===== src/hdl/vis_pkg.sv =====
// ================================================
// Constants and types shared by the issue stage
// VREGS is architectural; lane count is a top parameter
// ================================================
package vis_pkg;

    // ================================================
    // Architectural sizes
    // ================================================
    localparam int VREGS     = 32;
    localparam int DATA_W    = 32;
    localparam int TICKET_W  = 4;

    // Default lane count, must be a power of two
    localparam int DEF_LANES = 8;

    // Derived widths
    localparam int VREG_AW   = $clog2(VREGS);
    localparam int VL_W      = 7;

    // ================================================
    // Types
    // ================================================
    // Register index
    typedef logic [VREG_AW-1:0] vreg_addr_t;

    // Instruction ticket
    typedef logic [TICKET_W-1:0] ticket_t;

    // Vector length in elements, up to 64
    typedef logic [VL_W-1:0] vl_t;

    // One data element
    typedef logic [DATA_W-1:0] element_t;

    // Expansion state
    typedef enum logic {
        ST_HEAD = 1'b0,
        ST_BODY = 1'b1
    } issue_state_e;

endpackage


===== src/hdl/operand_forward.sv =====
// ================================================
// Purely combinational operand select per lane
// Stale lanes read as zero; the issue logic blocks them
// ================================================
`timescale 1ns/100ps

module operand_forward #(
    parameter int LANES = 8
) (
    input  vis_pkg::element_t [LANES-1:0] rf_data_i,
    input  vis_pkg::element_t [LANES-1:0] wr_data_i,
    input  logic [LANES-1:0]              fwd_i,
    input  logic [LANES-1:0]              stale_i,
    output vis_pkg::element_t [LANES-1:0] opnd_o
);

    // Writeback data has priority over the register file
    always_comb begin
        for (int k = 0; k < LANES; k++) begin
            if (fwd_i[k]) begin
                opnd_o[k] = wr_data_i[k];
            end else if (stale_i[k]) begin
                opnd_o[k] = '0;
            end else begin
                opnd_o[k] = rf_data_i[k];
            end
        end
    end

endmodule


===== config.mk =====
export PLATFORM = sky130hd
export DESIGN_NAME = operand_forward
export DESIGN_NICKNAME = d
export VERILOG_FILES = /design/src/hdl/vis_pkg.sv /design/src/hdl/operand_forward.sv
export SDC_FILE = /design/constraint.sdc
export NUM_CORES = 1
export LEC_CHECK = 0
export BUFFER_PORTS_ARGS = -buffer_cell sky130_fd_sc_hd__buf_2
export CORE_AREA = 2 2 303 305
export DETAILED_ROUTE_END_ITERATION = 6
export DIE_AREA = 0 0 305 307
export PLACE_DENSITY = 0.3
export SLEW_MARGIN = 5
export SYNTH_ARGS = -nofsm -noshare
export SYNTH_HDL_FRONTEND = slang
export SYNTH_SLANG_ARGS = --single-unit
export TNS_END_PERCENT = 50

===== constraint.sdc =====
create_clock -name vclk -period 1.1
set_input_delay 0.055 -clock vclk [all_inputs]
set_output_delay 0.055 -clock vclk [all_outputs]
set_load 0.05 [all_outputs]

==> results.toml, run 1 <==
[critical_path]
crit_path_end_kind = "output port"
start_kind = "primary input"
critical_path_class = "in -> out"
slowest_stage = "buf_2"
worstPathRequired_ps = 1040
crit_top_cell = "buf_2"
cp_cell_sequence = "buf_2 > nor2_8 > buf_4 > a22o_1 > buf_2"
crit_fanout = 12
cp.depth = 5
worst_path_largest_cell_delay_ps = 260
critPathBufInv = 3
cpLargestDelayFamily = "buffers and inverters"
worstPathArrival_ps = 980

[pwr]
p_per_area_mw_per_mm2 = 681
p_int_w = 0.00203
ir_worst_vdd_mv = 0.244
p_comb_share_pct = 100.0
leakage_nw = 4.65
power_frac_seq_pct = 0
power.share.switching_pct = 65.9
total_power_w = 0.00596
pwr-share-clk_pct = 0
p_sw_w = 0.00393

[placed_design]
hpwl_um = 35400
dpl_worst_slack_ps = 18.7
dp_cells = 2290
port_buffers = 784
gp_congestion = 0.809

[routing]
met2_length_um = 19800
viasPerCell = 2.84
met1Wirelength_um = 14700
drt-initial-drc-count = 497
dr.pass1.iters = 5
dr_total_vias = 6526
wl_per_cell_um = 16.8
antenna_left = 0
top_layer = "met5"
dr_wl_met3_um = 3170
wl_um = 38500
drc = 0

[synthesis]
yosys-top-cells-area = "a22o_1 (74%), buf_6 (8.5%), nor2_8 (5.5%)"
yosys.cell_count.top_type = "a22o_1"
syn_inst = 338
synth_top_area_cell = "a22o_1"
synth_area_sq_mm = 0.00293
yosys_warnings = 0
synth.top_cell.area_share_pct = 73.9
synth_area_per_cell_sq_um = 8.67
syn-num-nets = 866
ys_seq_area_share_pct = 0
synth_common_cells = "a22o_1 (247), buf_2 (24), buf_6 (22)"
synthDistinctLibCells = 10

[timing]
period_needed_ps = 1040
fmax_ghz = 0.963
layout_setup_ws_ps = 62.0
holdWs_ps = 504
setup_viol = 0
slew_headroom_pct = 79.8
report.final.slew_viol_count = 0
final-hold-violation-count = 0
grt_setup_unrepaired = "no"
period_share_pct = 94.4
worst_pin_slew_ps = 305

[min_path]
min-delay-start = "wr_data_i[80]"
holdPathStages = 3
hold_end = "opnd_o[80]"
hold_path.class = "in -> out"

[floorplanning]
start_util_pct = 3.23
core.rowCount = 111
design.core.area_sq_mm = 0.0907
fp.dieW_um = 305
dieArea_sq_mm = 0.0936
die_h_um = 307
io_pins = 784

[finish]
layout-drive-gt1-share_pct = 75.8
multi_input_area_sq_mm = 0.00248
fill_cells = 10700
fin_cells = 2297
seq_cells = 0
n_clock_buffer = 0
nets = 1638
regArea_sq_um = 0
area_growth_pct = 199

[status]
status = "completed"

[grt]
grt_overflow = 0
grt_pass1_wl_um = 49800
grt_pass1_vias = 6420
antenna_found_initial = 30
grt_util_all_layers_pct = 7.43
grt_max_degree = 35

[run]
cap_violations = 0

[clock_network]
hold_buffers = 0
## worst max-delay path by stage
stage                     from          end  slack [ps]
floorplan             fwd_i[7]  opnd_o[254]         -50
global placement    stale_i[6]  opnd_o[213]          10
detailed placement  stale_i[6]  opnd_o[213]          20
CTS                 stale_i[6]  opnd_o[213]          20
global route          fwd_i[1]   opnd_o[61]          10
finish              stale_i[5]  opnd_o[160]          60
## metal layers
metal	track usage (%)	vias up
li1	-	3013
met1	8.84	2874
met2	14.2	555
met3	1.25	76
met4	0.863	8
met5	0	-
## kinds of logic (layout without fill, tap and decap cells)
group           count (synthesis)  in the layout  synth area share [%]
compound gates                256            256                  75.4
buf+inv                        56            826                  15.9
other cells                     0              3                     0
simple gates                   26             26                  8.71
## placed cells by master, fill, tap and decap left out
cell type  count
buf_2        763
nor2_8         8
buf_6          1
diode_2        3
o21ai_1        5
nand2b_1       7
buf_4         23
buf_12        39
a22o_1       247
nand2b_2       2
nand2_1        9
o21ai_2        4
## through the flow
stage	cell area [sq um]	util, %	setup TNS (ps)
2_1_floorplan	2940	-	-202
3_3_place_gp	8700	9.59	0
3_5_place_dp	8700	9.59	0
4_1_cts	8700	9.59	0
5_1_grt	8750	9.65	0
6_report	8750	9.65	0
## timing repair
action,in CTS,in global routing
endpoints found under the setup margin,0,27
resized for setup,0,1
setup buffers,0,4
## power groups by stage
stage	Clock (W)	Sequential, W	Combinational [W]
2_1_floorplan	0	0	0.00367
3_3_place_gp	0	0	0.00604
3_5_place_dp	0	0	0.00598
4_1_cts	0	0	0.00599
5_1_grt	0.000000000243	0	0.00623
6_report	0.000000000268	0	0.00596
## cell type report
type	count	share of cell area, %
Antenna cell	3	0.0858
Tap cell	1186	17.0
Multi-Input combinational cell	282	28.3
Timing Repair Buffer	826	54.6
(Power assumes the default switching activity.)
==> run 2, diff against run 1 <==
--- a/config.mk
+++ b/config.mk
@@ -9,7 +9,7 @@
 export CORE_AREA = 2 2 303 305
 export DETAILED_ROUTE_END_ITERATION = 6
 export DIE_AREA = 0 0 305 307
-export PLACE_DENSITY = 0.3
+export PLACE_DENSITY_LB_ADDON = 0.2
 export SLEW_MARGIN = 5
 export SYNTH_ARGS = -nofsm -noshare
 export SYNTH_HDL_FRONTEND = slang
==> run 2 against run 1 <==
- routed wire length is 17% lower
- die area is the same
- cell count down 0.17%
- maximum frequency is 1.3% higher
- critical path depth did not move
- count of clock-buffer cells in the layout stayed put
- flip-flop and latch count stayed put
- combinational power decreased by 3%
- via count is 0.57% lower
- worst hold slack worse by 3.3 ps
- critical endpoint is now opnd_o[140]
- highest routed layer unchanged
==> results.toml, run 2 (synthesized netlist as in run 1, its figures left out) <==
[critical_path]
crit_top_cell = "buf_2"
crit_fanout = 21
cp.depth = 5
worstPathRequired_ps = 1040
worstPathArrival_ps = 970
cpLargestDelayFamily = "buffers and inverters"
cp_cell_sequence = "buf_2 > nor2_8 > buf_12 > a22o_1 > buf_2"
critPathBufInv = 3
critical_path_class = "in -> out"
crit_path_end_kind = "output port"
start_kind = "primary input"
worst_path_largest_cell_delay_ps = 300
slowest_stage = "buf_2"

[pwr]
ir_worst_vdd_mv = 0.262
p_per_area_mw_per_mm2 = 674
leakage_nw = 4.56
total_power_w = 0.00577

[floorplanning]
die_h_um = 307
start_util_pct = 3.23
design.core.area_sq_mm = 0.0907
fp.dieW_um = 305
core.rowCount = 111
dieArea_sq_mm = 0.0936
io_pins = 784

[finish]
fill_cells = 10700
n_clock_buffer = 0
layout_commonest_cell = "buf_2"
regArea_sq_um = 0
layout-drive-gt1-share_pct = 75.6
stdcell_area_sq_mm = 0.00856
seq_cells = 0
final_cell_mix = "buf_2 (771), a22o_1 (247), buf_12 (31)"
area_growth_pct = 192
nets = 1627

[placed_design]
port_buffers = 784
gp_congestion = 0.893
postPlaceCellArea_sq_mm = 0.00854
hpwl_um = 29200
dpl_worst_slack_ps = 69.6

[routing]
wl_per_cell_um = 13.9
viasPerCell = 2.83
dr.pass1.iters = 4
wl_um = 31900
drc = 0
drt-initial-drc-count = 264
antenna_left = 0
dr_total_vias = 6489

[timing]
fmax_ghz = 0.976
layout_setup_ws_ps = 75.7
grt_setup_unrepaired = "no"
period_share_pct = 93.1
final-hold-violation-count = 0
setup_viol = 0
period_needed_ps = 1020
report.final.slew_viol_count = 0
slew_headroom_pct = 80.2
worst_pin_slew_ps = 299

[clock_network]
hold_buffers = 0
postCtsSetupBuffers = 0
post_cts_resized = 0

[grt]
grt_pass1_wl_um = 42500
antenna_found_initial = 29
grt_max_degree = 34
grt_pass1_vias = 6523
grt_overflow = 0
grt_util_all_layers_pct = 6.01

[min_path]
holdPathStages = 3
hold_path.class = "in -> out"

[status]
status = "completed"

[run]
cap_violations = 0
==> run 2: per-stage QoR <==
step                      setup TNS [ps]  hold slack, ps  cells  util [%]
after floorplan                     -202             329    338         -
after global placement                 0             503   2283      9.41
after detailed placement               0             504   2283      9.41
after CTS                              0             505   2283      9.41
after global routing                   0             513   2289      9.43
final                                  0             501   2293      9.44
==> run 2: final timing paths <==
kind      startpoint     endpoint
max       stale_i[4]  opnd_o[140]
min   rf_data_i[123]  opnd_o[123]
==> run 2: metal layers <==
metal  up-vias  share of wire [%]  global-route usage (%)  wire length (um)
met5         -               0.60                       0               192
met4        34                2.3                    1.31               723
met3        60                 11                    2.36              3600
met2       475                 51                    11.0             16200
met1      2922                 35                    6.45             11200
li1       2998                  -                       -                 -
==> run 2: cell type report <==
type	count	area [sq um]	share of cell area (%)
Antenna cell	10	25.0	0.292
Multi-Input combinational cell	282	2480	28.9
Timing Repair Buffer	815	4580	53.4
Tap cell	1186	1480	17.3
==> run 2: worst min-delay path, delay by kind of cell <==
family	cells	cell delay, ps
compound gates	1	160
buf+inv	2	230
==> run 2: power breakdown <==
part           switching [W]      total [W]    internal, W  leakage, nW
registers                  0              0              0            0
logic                0.00384        0.00577        0.00193         4.56
clock network              0  0.00000000122  0.00000000122    0.0000634
total                0.00384        0.00577        0.00193         4.56
