**src/hdl/vis_pkg.sv**
```systemverilog
// ================================================
// Constants and types shared by the issue stage
// VREGS is architectural; lane count is a top parameter
// ================================================
package vis_pkg;

    // ================================================
    // Architectural sizes
    // ================================================
    localparam int VREGS     = 32;
    localparam int DATA_W    = 32;
    localparam int TICKET_W  = 4;

    // Default lane count, must be a power of two
    localparam int DEF_LANES = 8;

    // Derived widths
    localparam int VREG_AW   = $clog2(VREGS);
    localparam int VL_W      = 7;

    // ================================================
    // Types
    // ================================================
    // Register index
    typedef logic [VREG_AW-1:0] vreg_addr_t;

    // Instruction ticket
    typedef logic [TICKET_W-1:0] ticket_t;

    // Vector length in elements, up to 64
    typedef logic [VL_W-1:0] vl_t;

    // One data element
    typedef logic [DATA_W-1:0] element_t;

    // Expansion state
    typedef enum logic {
        ST_HEAD = 1'b0,
        ST_BODY = 1'b1
    } issue_state_e;

endpackage

```
**src/hdl/uop_counter.sv**
```systemverilog
// ================================================
// LANES must be a power of two
// Remaining length is derived from vl only, not maxvl
// ================================================
`timescale 1ns/100ps

module uop_counter #(
    parameter int LANES = 8
) (
    input  logic                   clk_i,
    input  logic                   rstn_i,
    input  logic                   issue_i,
    input  logic                   pop_i,
    input  vis_pkg::vl_t           vl_i,
    input  vis_pkg::vl_t           maxvl_i,
    output vis_pkg::vreg_addr_t    uop_idx_o,
    output logic [LANES-1:0]       lane_therm_o,
    output vis_pkg::vl_t           remaining_o,
    output logic                   last_uop_o
);

    import vis_pkg::*;

    localparam int LANE_SH = $clog2(LANES);

    vreg_addr_t  cnt_q;
    logic [9:0]  next_cover;
    logic [9:0]  next_idx;
    logic        vl_reached;
    logic        maxvl_reached;

    // Micro-op index, pop wins over issue on the last micro-op
    always_ff @(posedge clk_i or negedge rstn_i) begin
        if (!rstn_i) begin
            cnt_q <= '0;
        end else if (pop_i) begin
            cnt_q <= '0;
        end else if (issue_i) begin
            cnt_q <= cnt_q + vreg_addr_t'(1);
        end
    end

    assign uop_idx_o   = cnt_q;
    assign remaining_o = vl_i - (vl_t'(cnt_q) << LANE_SH);

    // Active lanes of the current micro-op
    always_comb begin
        for (int k = 0; k < LANES; k++) begin
            lane_therm_o[k] = (remaining_o > vl_t'(k));
        end
    end

    // Last when the next micro-op would already cover vl or maxvl
    assign next_idx      = 10'(cnt_q) + 10'd1;
    assign next_cover    = next_idx << LANE_SH;
    assign vl_reached    = (next_cover >= 10'(vl_i));
    assign maxvl_reached = (next_idx == 10'(maxvl_i >> LANE_SH));
    assign last_uop_o    = vl_reached | maxvl_reached;

endmodule

```
**config.mk**
```make
export PLATFORM = sky130hd
export DESIGN_NAME = uop_counter
export DESIGN_NICKNAME = d
export VERILOG_FILES = /design/src/hdl/vis_pkg.sv /design/src/hdl/uop_counter.sv
export SDC_FILE = /design/constraint.sdc
export NUM_CORES = 1
export LEC_CHECK = 0
export BUFFER_PORTS_ARGS = -buffer_cell sky130_fd_sc_hd__buf_2
export CORE_ASPECT_RATIO = 0.8
export CORE_MARGIN = 3
export CORE_UTILIZATION = 40
export DETAILED_ROUTE_END_ITERATION = 6
export PLACE_DENSITY = 0.78
export SYNTH_ARGS = -nofsm -noshare
export SYNTH_HDL_FRONTEND = slang
export SYNTH_SLANG_ARGS = --single-unit
```
**constraint.sdc**
```tcl
create_clock -name clk_i -period 2.4 [get_ports clk_i]
set_clock_uncertainty 0.05 [all_clocks]
set_input_delay 0.12 -clock clk_i [delete_from_list [all_inputs] [get_ports clk_i]]
set_output_delay 0.12 -clock clk_i [all_outputs]
set_load 0.05 [all_outputs]
```
==> results of run 1 <==
[repair_timing]
action                                 in CTS  in global routing
gates resized for setup                     5                  7
setup endpoints to repair                   1                  6
buffers inserted                            1                  0
hold buffers                                1                  0
endpoints found under the hold margin       5                  0
pin swaps                                   1                  1
[layer usage]
layer	vias to the layer above	track usage (%)	wire length, um
met2	20	27.7	852
li1	336	-	-
met5	-	0	0
met4	0	1.57	0
met1	296	20.1	720
met3	0	4.27	84
[cell usage in the layout (no fill, tap or decap), drive strengths merged, types with 5 or more instances in the layout]
| cell type | instances |
|---|---|
| a21oi | 5 |
| buf | 38 |
| dfrtp | 5 |
| ha | 8 |
| inv | 9 |
| nor2 | 7 |
| xnor2 | 6 |
| xor2 | 6 |
[logic make-up after synthesis]
group	count (synthesis)	share of synthesized area, %
simple gates	24	20.9
compound gates	12	12.8
flops	5	18.8
fa+ha+maj	9	18.1
xor+xnor	12	16.9
buf+inv	14	10.9
mux	1	1.51
[per-stage QoR]
| step | instances | hold WS, ns |
|---|---|---|
| 2_1_floorplan | 77 | -0.226 |
| 3_3_place_gp | 130 | -0.114 |
| 3_5_place_dp | 130 | -0.102 |
| 4_1_cts | 136 | 0.0280 |
| 5_1_grt | 136 | 0.0341 |
| 6_report | 136 | 0.0385 |
[cell type report]
class / count / area [um2] / share of cell area (%)
clock buffer: 4 / 26.3 / 2.71
inverter: 9 / 33.8 / 3.49
multi-input combinational: 58 / 514 / 53.1
sequential: 5 / 129 / 13.3
tap: 21 / 26.3 / 2.71
timing repair buffer: 39 / 239 / 24.7
[path summary, 6_finish.rpt]
kind	startpoint	end	slack (ns)	cells past startpoint
setup reg to reg	uop_idx_o[0]	uop_idx_o[4]	1.08	5
max in group asynchronous	rstn_i	uop_idx_o[1]	1.97	2
setup / recovery	uop_idx_o[0]	lane_therm_o[0]	-0.006	7
hold / removal	pop_i	uop_idx_o[3]	0.04	2
hold reg to reg	uop_idx_o[4]	uop_idx_o[4]	0.58	2
min in group asynchronous	rstn_i	uop_idx_o[4]	0.18	2
[power by group]
part	leakage, nW	switching (mW)	internal (mW)
registers	0.0638	0.00297	0.0887
logic	0.381	0.172	0.0840
clock network	0.0150	0.0407	0.0632
==> impl_metrics.toml, run 1 <==
[setup_path]
critical_path.max_fanout = 6
path_buf_inv = 2
cpMaxStageDelayCell = "fa_2"
max_stage_delay_ns = 0.45
crit_required_ns = 2.23
crit_arrival_ns = 2.24
path_class = "reg -> out"
startpoint_type = "register"
crit_path_cell_trace = "ha_4 -> inv_2 -> fa_2 -> nor3_4 -> o21ai_4 -> or4_4 -> buf_6"
end_kind = "output port"
path_delay_family = "simple AND/OR/NAND/NOR gates"

[sta]
layout_setup_ws_ns = -0.00588
fin_tns_setup_ns = -0.00588
slew_violations = 0
setup_viol = 1
slew_headroom_pct = 82.0
rsz0062_at_grt = "true"
max_freq_mhz = 416
worst_pin_slew_ns = 0.270
period_needed_ns = 2.41
final-hold-violation-count = 0
fin_crit_sh_pct = 100

[yosys]
syn_area_per_cell_um2 = 8.63
synth_edf_count = 0
yosysMostFrequentCell = "inv_1"
syn_area_um2 = 664
synthTopCellsByArea = "dfrtp_1, ha_1, xnor2_1"
synth_ff_type = "dfrtp_1"
synth.yosys.seq_area_share_pct = 18.8
ys_ff_latch = 5
syn_nets = 104
yosys.area.top_type = "dfrtp_1"
yosysWarnings = 0
yosys.cell_types.count = 30
netlist_instances = 77
synthArstFlopShare_pct = 100
yosys-top-cells-count = "inv_1, ha_1, nor2_1, xnor2_1"
synth_top_cell_area_share_pct = 18.8

[global_routing]
grt_max_degree = 10
grt_usage_pct = 15.9
grt_antenna_before_repair = 0
grt_pass1_wl_um = 2680
grt_pass1_vias = 623
gr-total-overflow = 0

[die]
die_h_um = 42.5
fp.dieW_um = 51.6
fp.coreArea_um2 = 1470
io_pins = 39
rows = 12
dieArea_um2 = 2190
initial_core_util_pct = 45.2

[detailed_routing]
wl_per_cell_um = 12.2
drt-total-wl_um = 1660
drc_errors = 0
avgViaCountPerCell = 4.79
num_vias = 652
drtPass1Iterations = 4
ant_nets = 0
drt_iter0_drc = 5

[pwr]
powerDensity_nw_per_um2 = 466
p_leak_nw = 0.460
vdd_ir_drop_max_v = 0.000308
power.total_mw = 0.451

[clock_network]
clockBufferDepth = 2
htreeDepth = 1
cts_buffers = 3
path_clk_slew_ns = 0.05
cts-root-buf = "clkbuf_4"
clock_latency_ns = 0.25
cts_tree = "built"
cts.sinks = 5

[place]
port-buffer-count = 35
dp_hpwl_um = 1390
placed_cell_area_um2 = 893
post-place-ws_ns = 0.187
place.gp.congestion = 0.808

[layout]
n_antenna_cell = 0
fillCellCount = 137
largest_register_ff_count = 5
syn_to_final_growth_pct = 45.8
design_area_um2 = 968
layout.nets = 143
post-route-util_pct = 65.8
drive_above_1_share_pct = 51.3

[outcome]
violations = "negative setup slack"
status = "complete, but fails checks"

[worst_hold_path]
hold_path_class = "in -> reg"

[job]
max_cap_viol_count = 0
Note: power is estimated with default switching activity, not from simulation.
==> inputs of run 2 (changes only) <==
CAP_MARGIN = 25   (was not set)
PLACE_DENSITY = 0.77   (was 0.78)
==> impl_metrics.toml, run 2 (synthesis results as in run 1) <==
[outcome]
status = "complete, but fails checks"
violations = "negative setup slack"

[detailed_routing]
drt-total-wl_um = 1670
drt_iter0_drc = 4
num_vias = 652
wl_per_cell_um = 12.3
drc_errors = 0
drtPass1Iterations = 6
ant_nets = 0
avgViaCountPerCell = 4.79

[die]
rows = 12
die_h_um = 42.5
io_pins = 39
initial_core_util_pct = 45.2
fp.dieW_um = 51.6
dieArea_um2 = 2190
fp.coreArea_um2 = 1470

[layout]
post-route-util_pct = 65.9
drive_above_1_share_pct = 52.2
n_antenna_cell = 0
fillCellCount = 138
final_common_cell = "buf_2"
seqCellArea_um2 = 129
syn_to_final_growth_pct = 46.0
multi_input_area_um2 = 517
largest_register_ff_count = 5
layout_common_cells = "buf_2, inv_1, nor2_1"
final_cells = 136
layout.nets = 143

[clock_network]
clockBufferDepth = 2
cts-root-buf = "clkbuf_4"
cts.sinks = 5
clock_latency_ns = 0.25
path_clk_slew_ns = 0.05
htreeDepth = 1
cts_tree = "built"
cts_buffers = 3

[pwr]
combPwrFrac_pct = 57.1
p_leak_nw = 0.460
sw_frac_of_total_pct = 47.6
pwr-share-clk_pct = 22.5
p_int_mw = 0.235
p_switching_mw = 0.214
powerDensity_nw_per_um2 = 463
pwr-share-seq_pct = 20.4
vdd_ir_drop_max_v = 0.000262

[place]
post-place-ws_ns = 0.190
port-buffer-count = 35
place.gp.congestion = 0.792
dp_hpwl_um = 1350
dp_cells = 130

[job]
max_cap_viol_count = 0

[setup_path]
crit_arrival_ns = 2.25
max_stage_delay_ns = 0.42
cpMaxStageDelayCell = "or4_4"
path_buf_inv = 2
reg2reg_slack_ns = 1.09
path_delay_family = "simple AND/OR/NAND/NOR gates"
crit_path_cell_trace = "ha_4 -> inv_2 -> fa_2 -> xor2_4 -> nor3_4 -> o21ai_4 -> or4_4 -> buf_6"
critical_path.max_fanout = 6
crit_required_ns = 2.23
end_kind = "output port"
path_class = "reg -> out"
startpoint_type = "register"

[global_routing]
grt_pass1_wl_um = 2880
grt_usage_pct = 17.0
grt_pass1_vias = 632
grt_antenna_before_repair = 0
grt_max_degree = 10
gr-total-overflow = 0

[sta]
period_needed_ns = 2.42
worst_pin_slew_ns = 0.273
fin_crit_sh_pct = 101
max_freq_mhz = 413
final-hold-violation-count = 0
rsz0062_at_grt = "true"
layout_setup_ws_ns = -0.0220
slew_headroom_pct = 81.8
slew_violations = 0
setup_viol = 1

[worst_hold_path]
hold_path_class = "in -> reg"
[run 2: cell counts in the layout (fill, tap and decap cells not counted)]
Identical to the previous run, type by type.
[run 2: timing repair]
item,4_1_cts,5_1_grt
resized for setup,3,12
endpoints found under the hold margin,5,0
hold buffers,1,0
setup buffers,1,0
setup endpoints to repair,1,6
pin swaps,1,1
[run 2: final timing paths]
path / endpoint / start / depth (start not counted)
max in group asynchronous: uop_idx_o[1] / rstn_i / 2
max: lane_therm_o[0] / uop_idx_o[0] / 8
min: uop_idx_o[4] / pop_i / 2
max reg2reg: uop_idx_o[4] / uop_idx_o[0] / 5
min reg2reg: uop_idx_o[4] / uop_idx_o[4] / 2
min in group asynchronous: uop_idx_o[3] / rstn_i / 2
[run 2: power by group through the flow]
stage | registers, mW | clock network [mW] | logic (mW)
final | 0.0915 | 0.101 | 0.256
after global routing | 0.0922 | 0.110 | 0.275
after CTS | 0.0918 | 0.101 | 0.252
after detailed placement | 0.0932 | 0 | 0.247
after global placement | 0.0931 | 0 | 0.242
after floorplan | 0.108 | 0 | 0.176
[run 2: worst register-to-register path: cells and delay by family, from the launching register on]
family	cells	cell delay, ns
flip-flops	1	0.41
adder cells (fa/ha/maj)	1	0.25
buffers and inverters	1	0.17
AND/OR/NAND/NOR	2	0.17
XOR/XNOR	1	0.15
[run 2: metal layers]
layer | vias to the layer above | routed length, um | GRT usage (%) | part of all wire (%)
met5 | - | 0 | 0 | 0
met4 | 0 | 0 | 3.14 | 0
met3 | 0 | 64 | 4.63 | 3.8
met2 | 17 | 855 | 27.7 | 51
met1 | 304 | 751 | 22.5 | 45
li1 | 331 | - | - | -
[run 2: metrics by stage]
step                setup TNS (ns)  hold slack [ns]  power [mW]  area, um2
global route                -0.139           0.0414       0.477        970
detailed placement               0           -0.108       0.340        893
global placement                 0           -0.113       0.335        893
finish                     -0.0220           0.0359       0.449        970
CTS                        -0.0460           0.0288       0.446        946
floorplan                  -0.0730           -0.226       0.283        716
[run 2: layout make-up]
type	instances	share of cell area [%]
sequential	5	13.3
timing repair buffer	39	24.5
inverter	9	3.48
clock buffer	4	2.71
tap	21	2.71
multi-input combinational	58	53.3
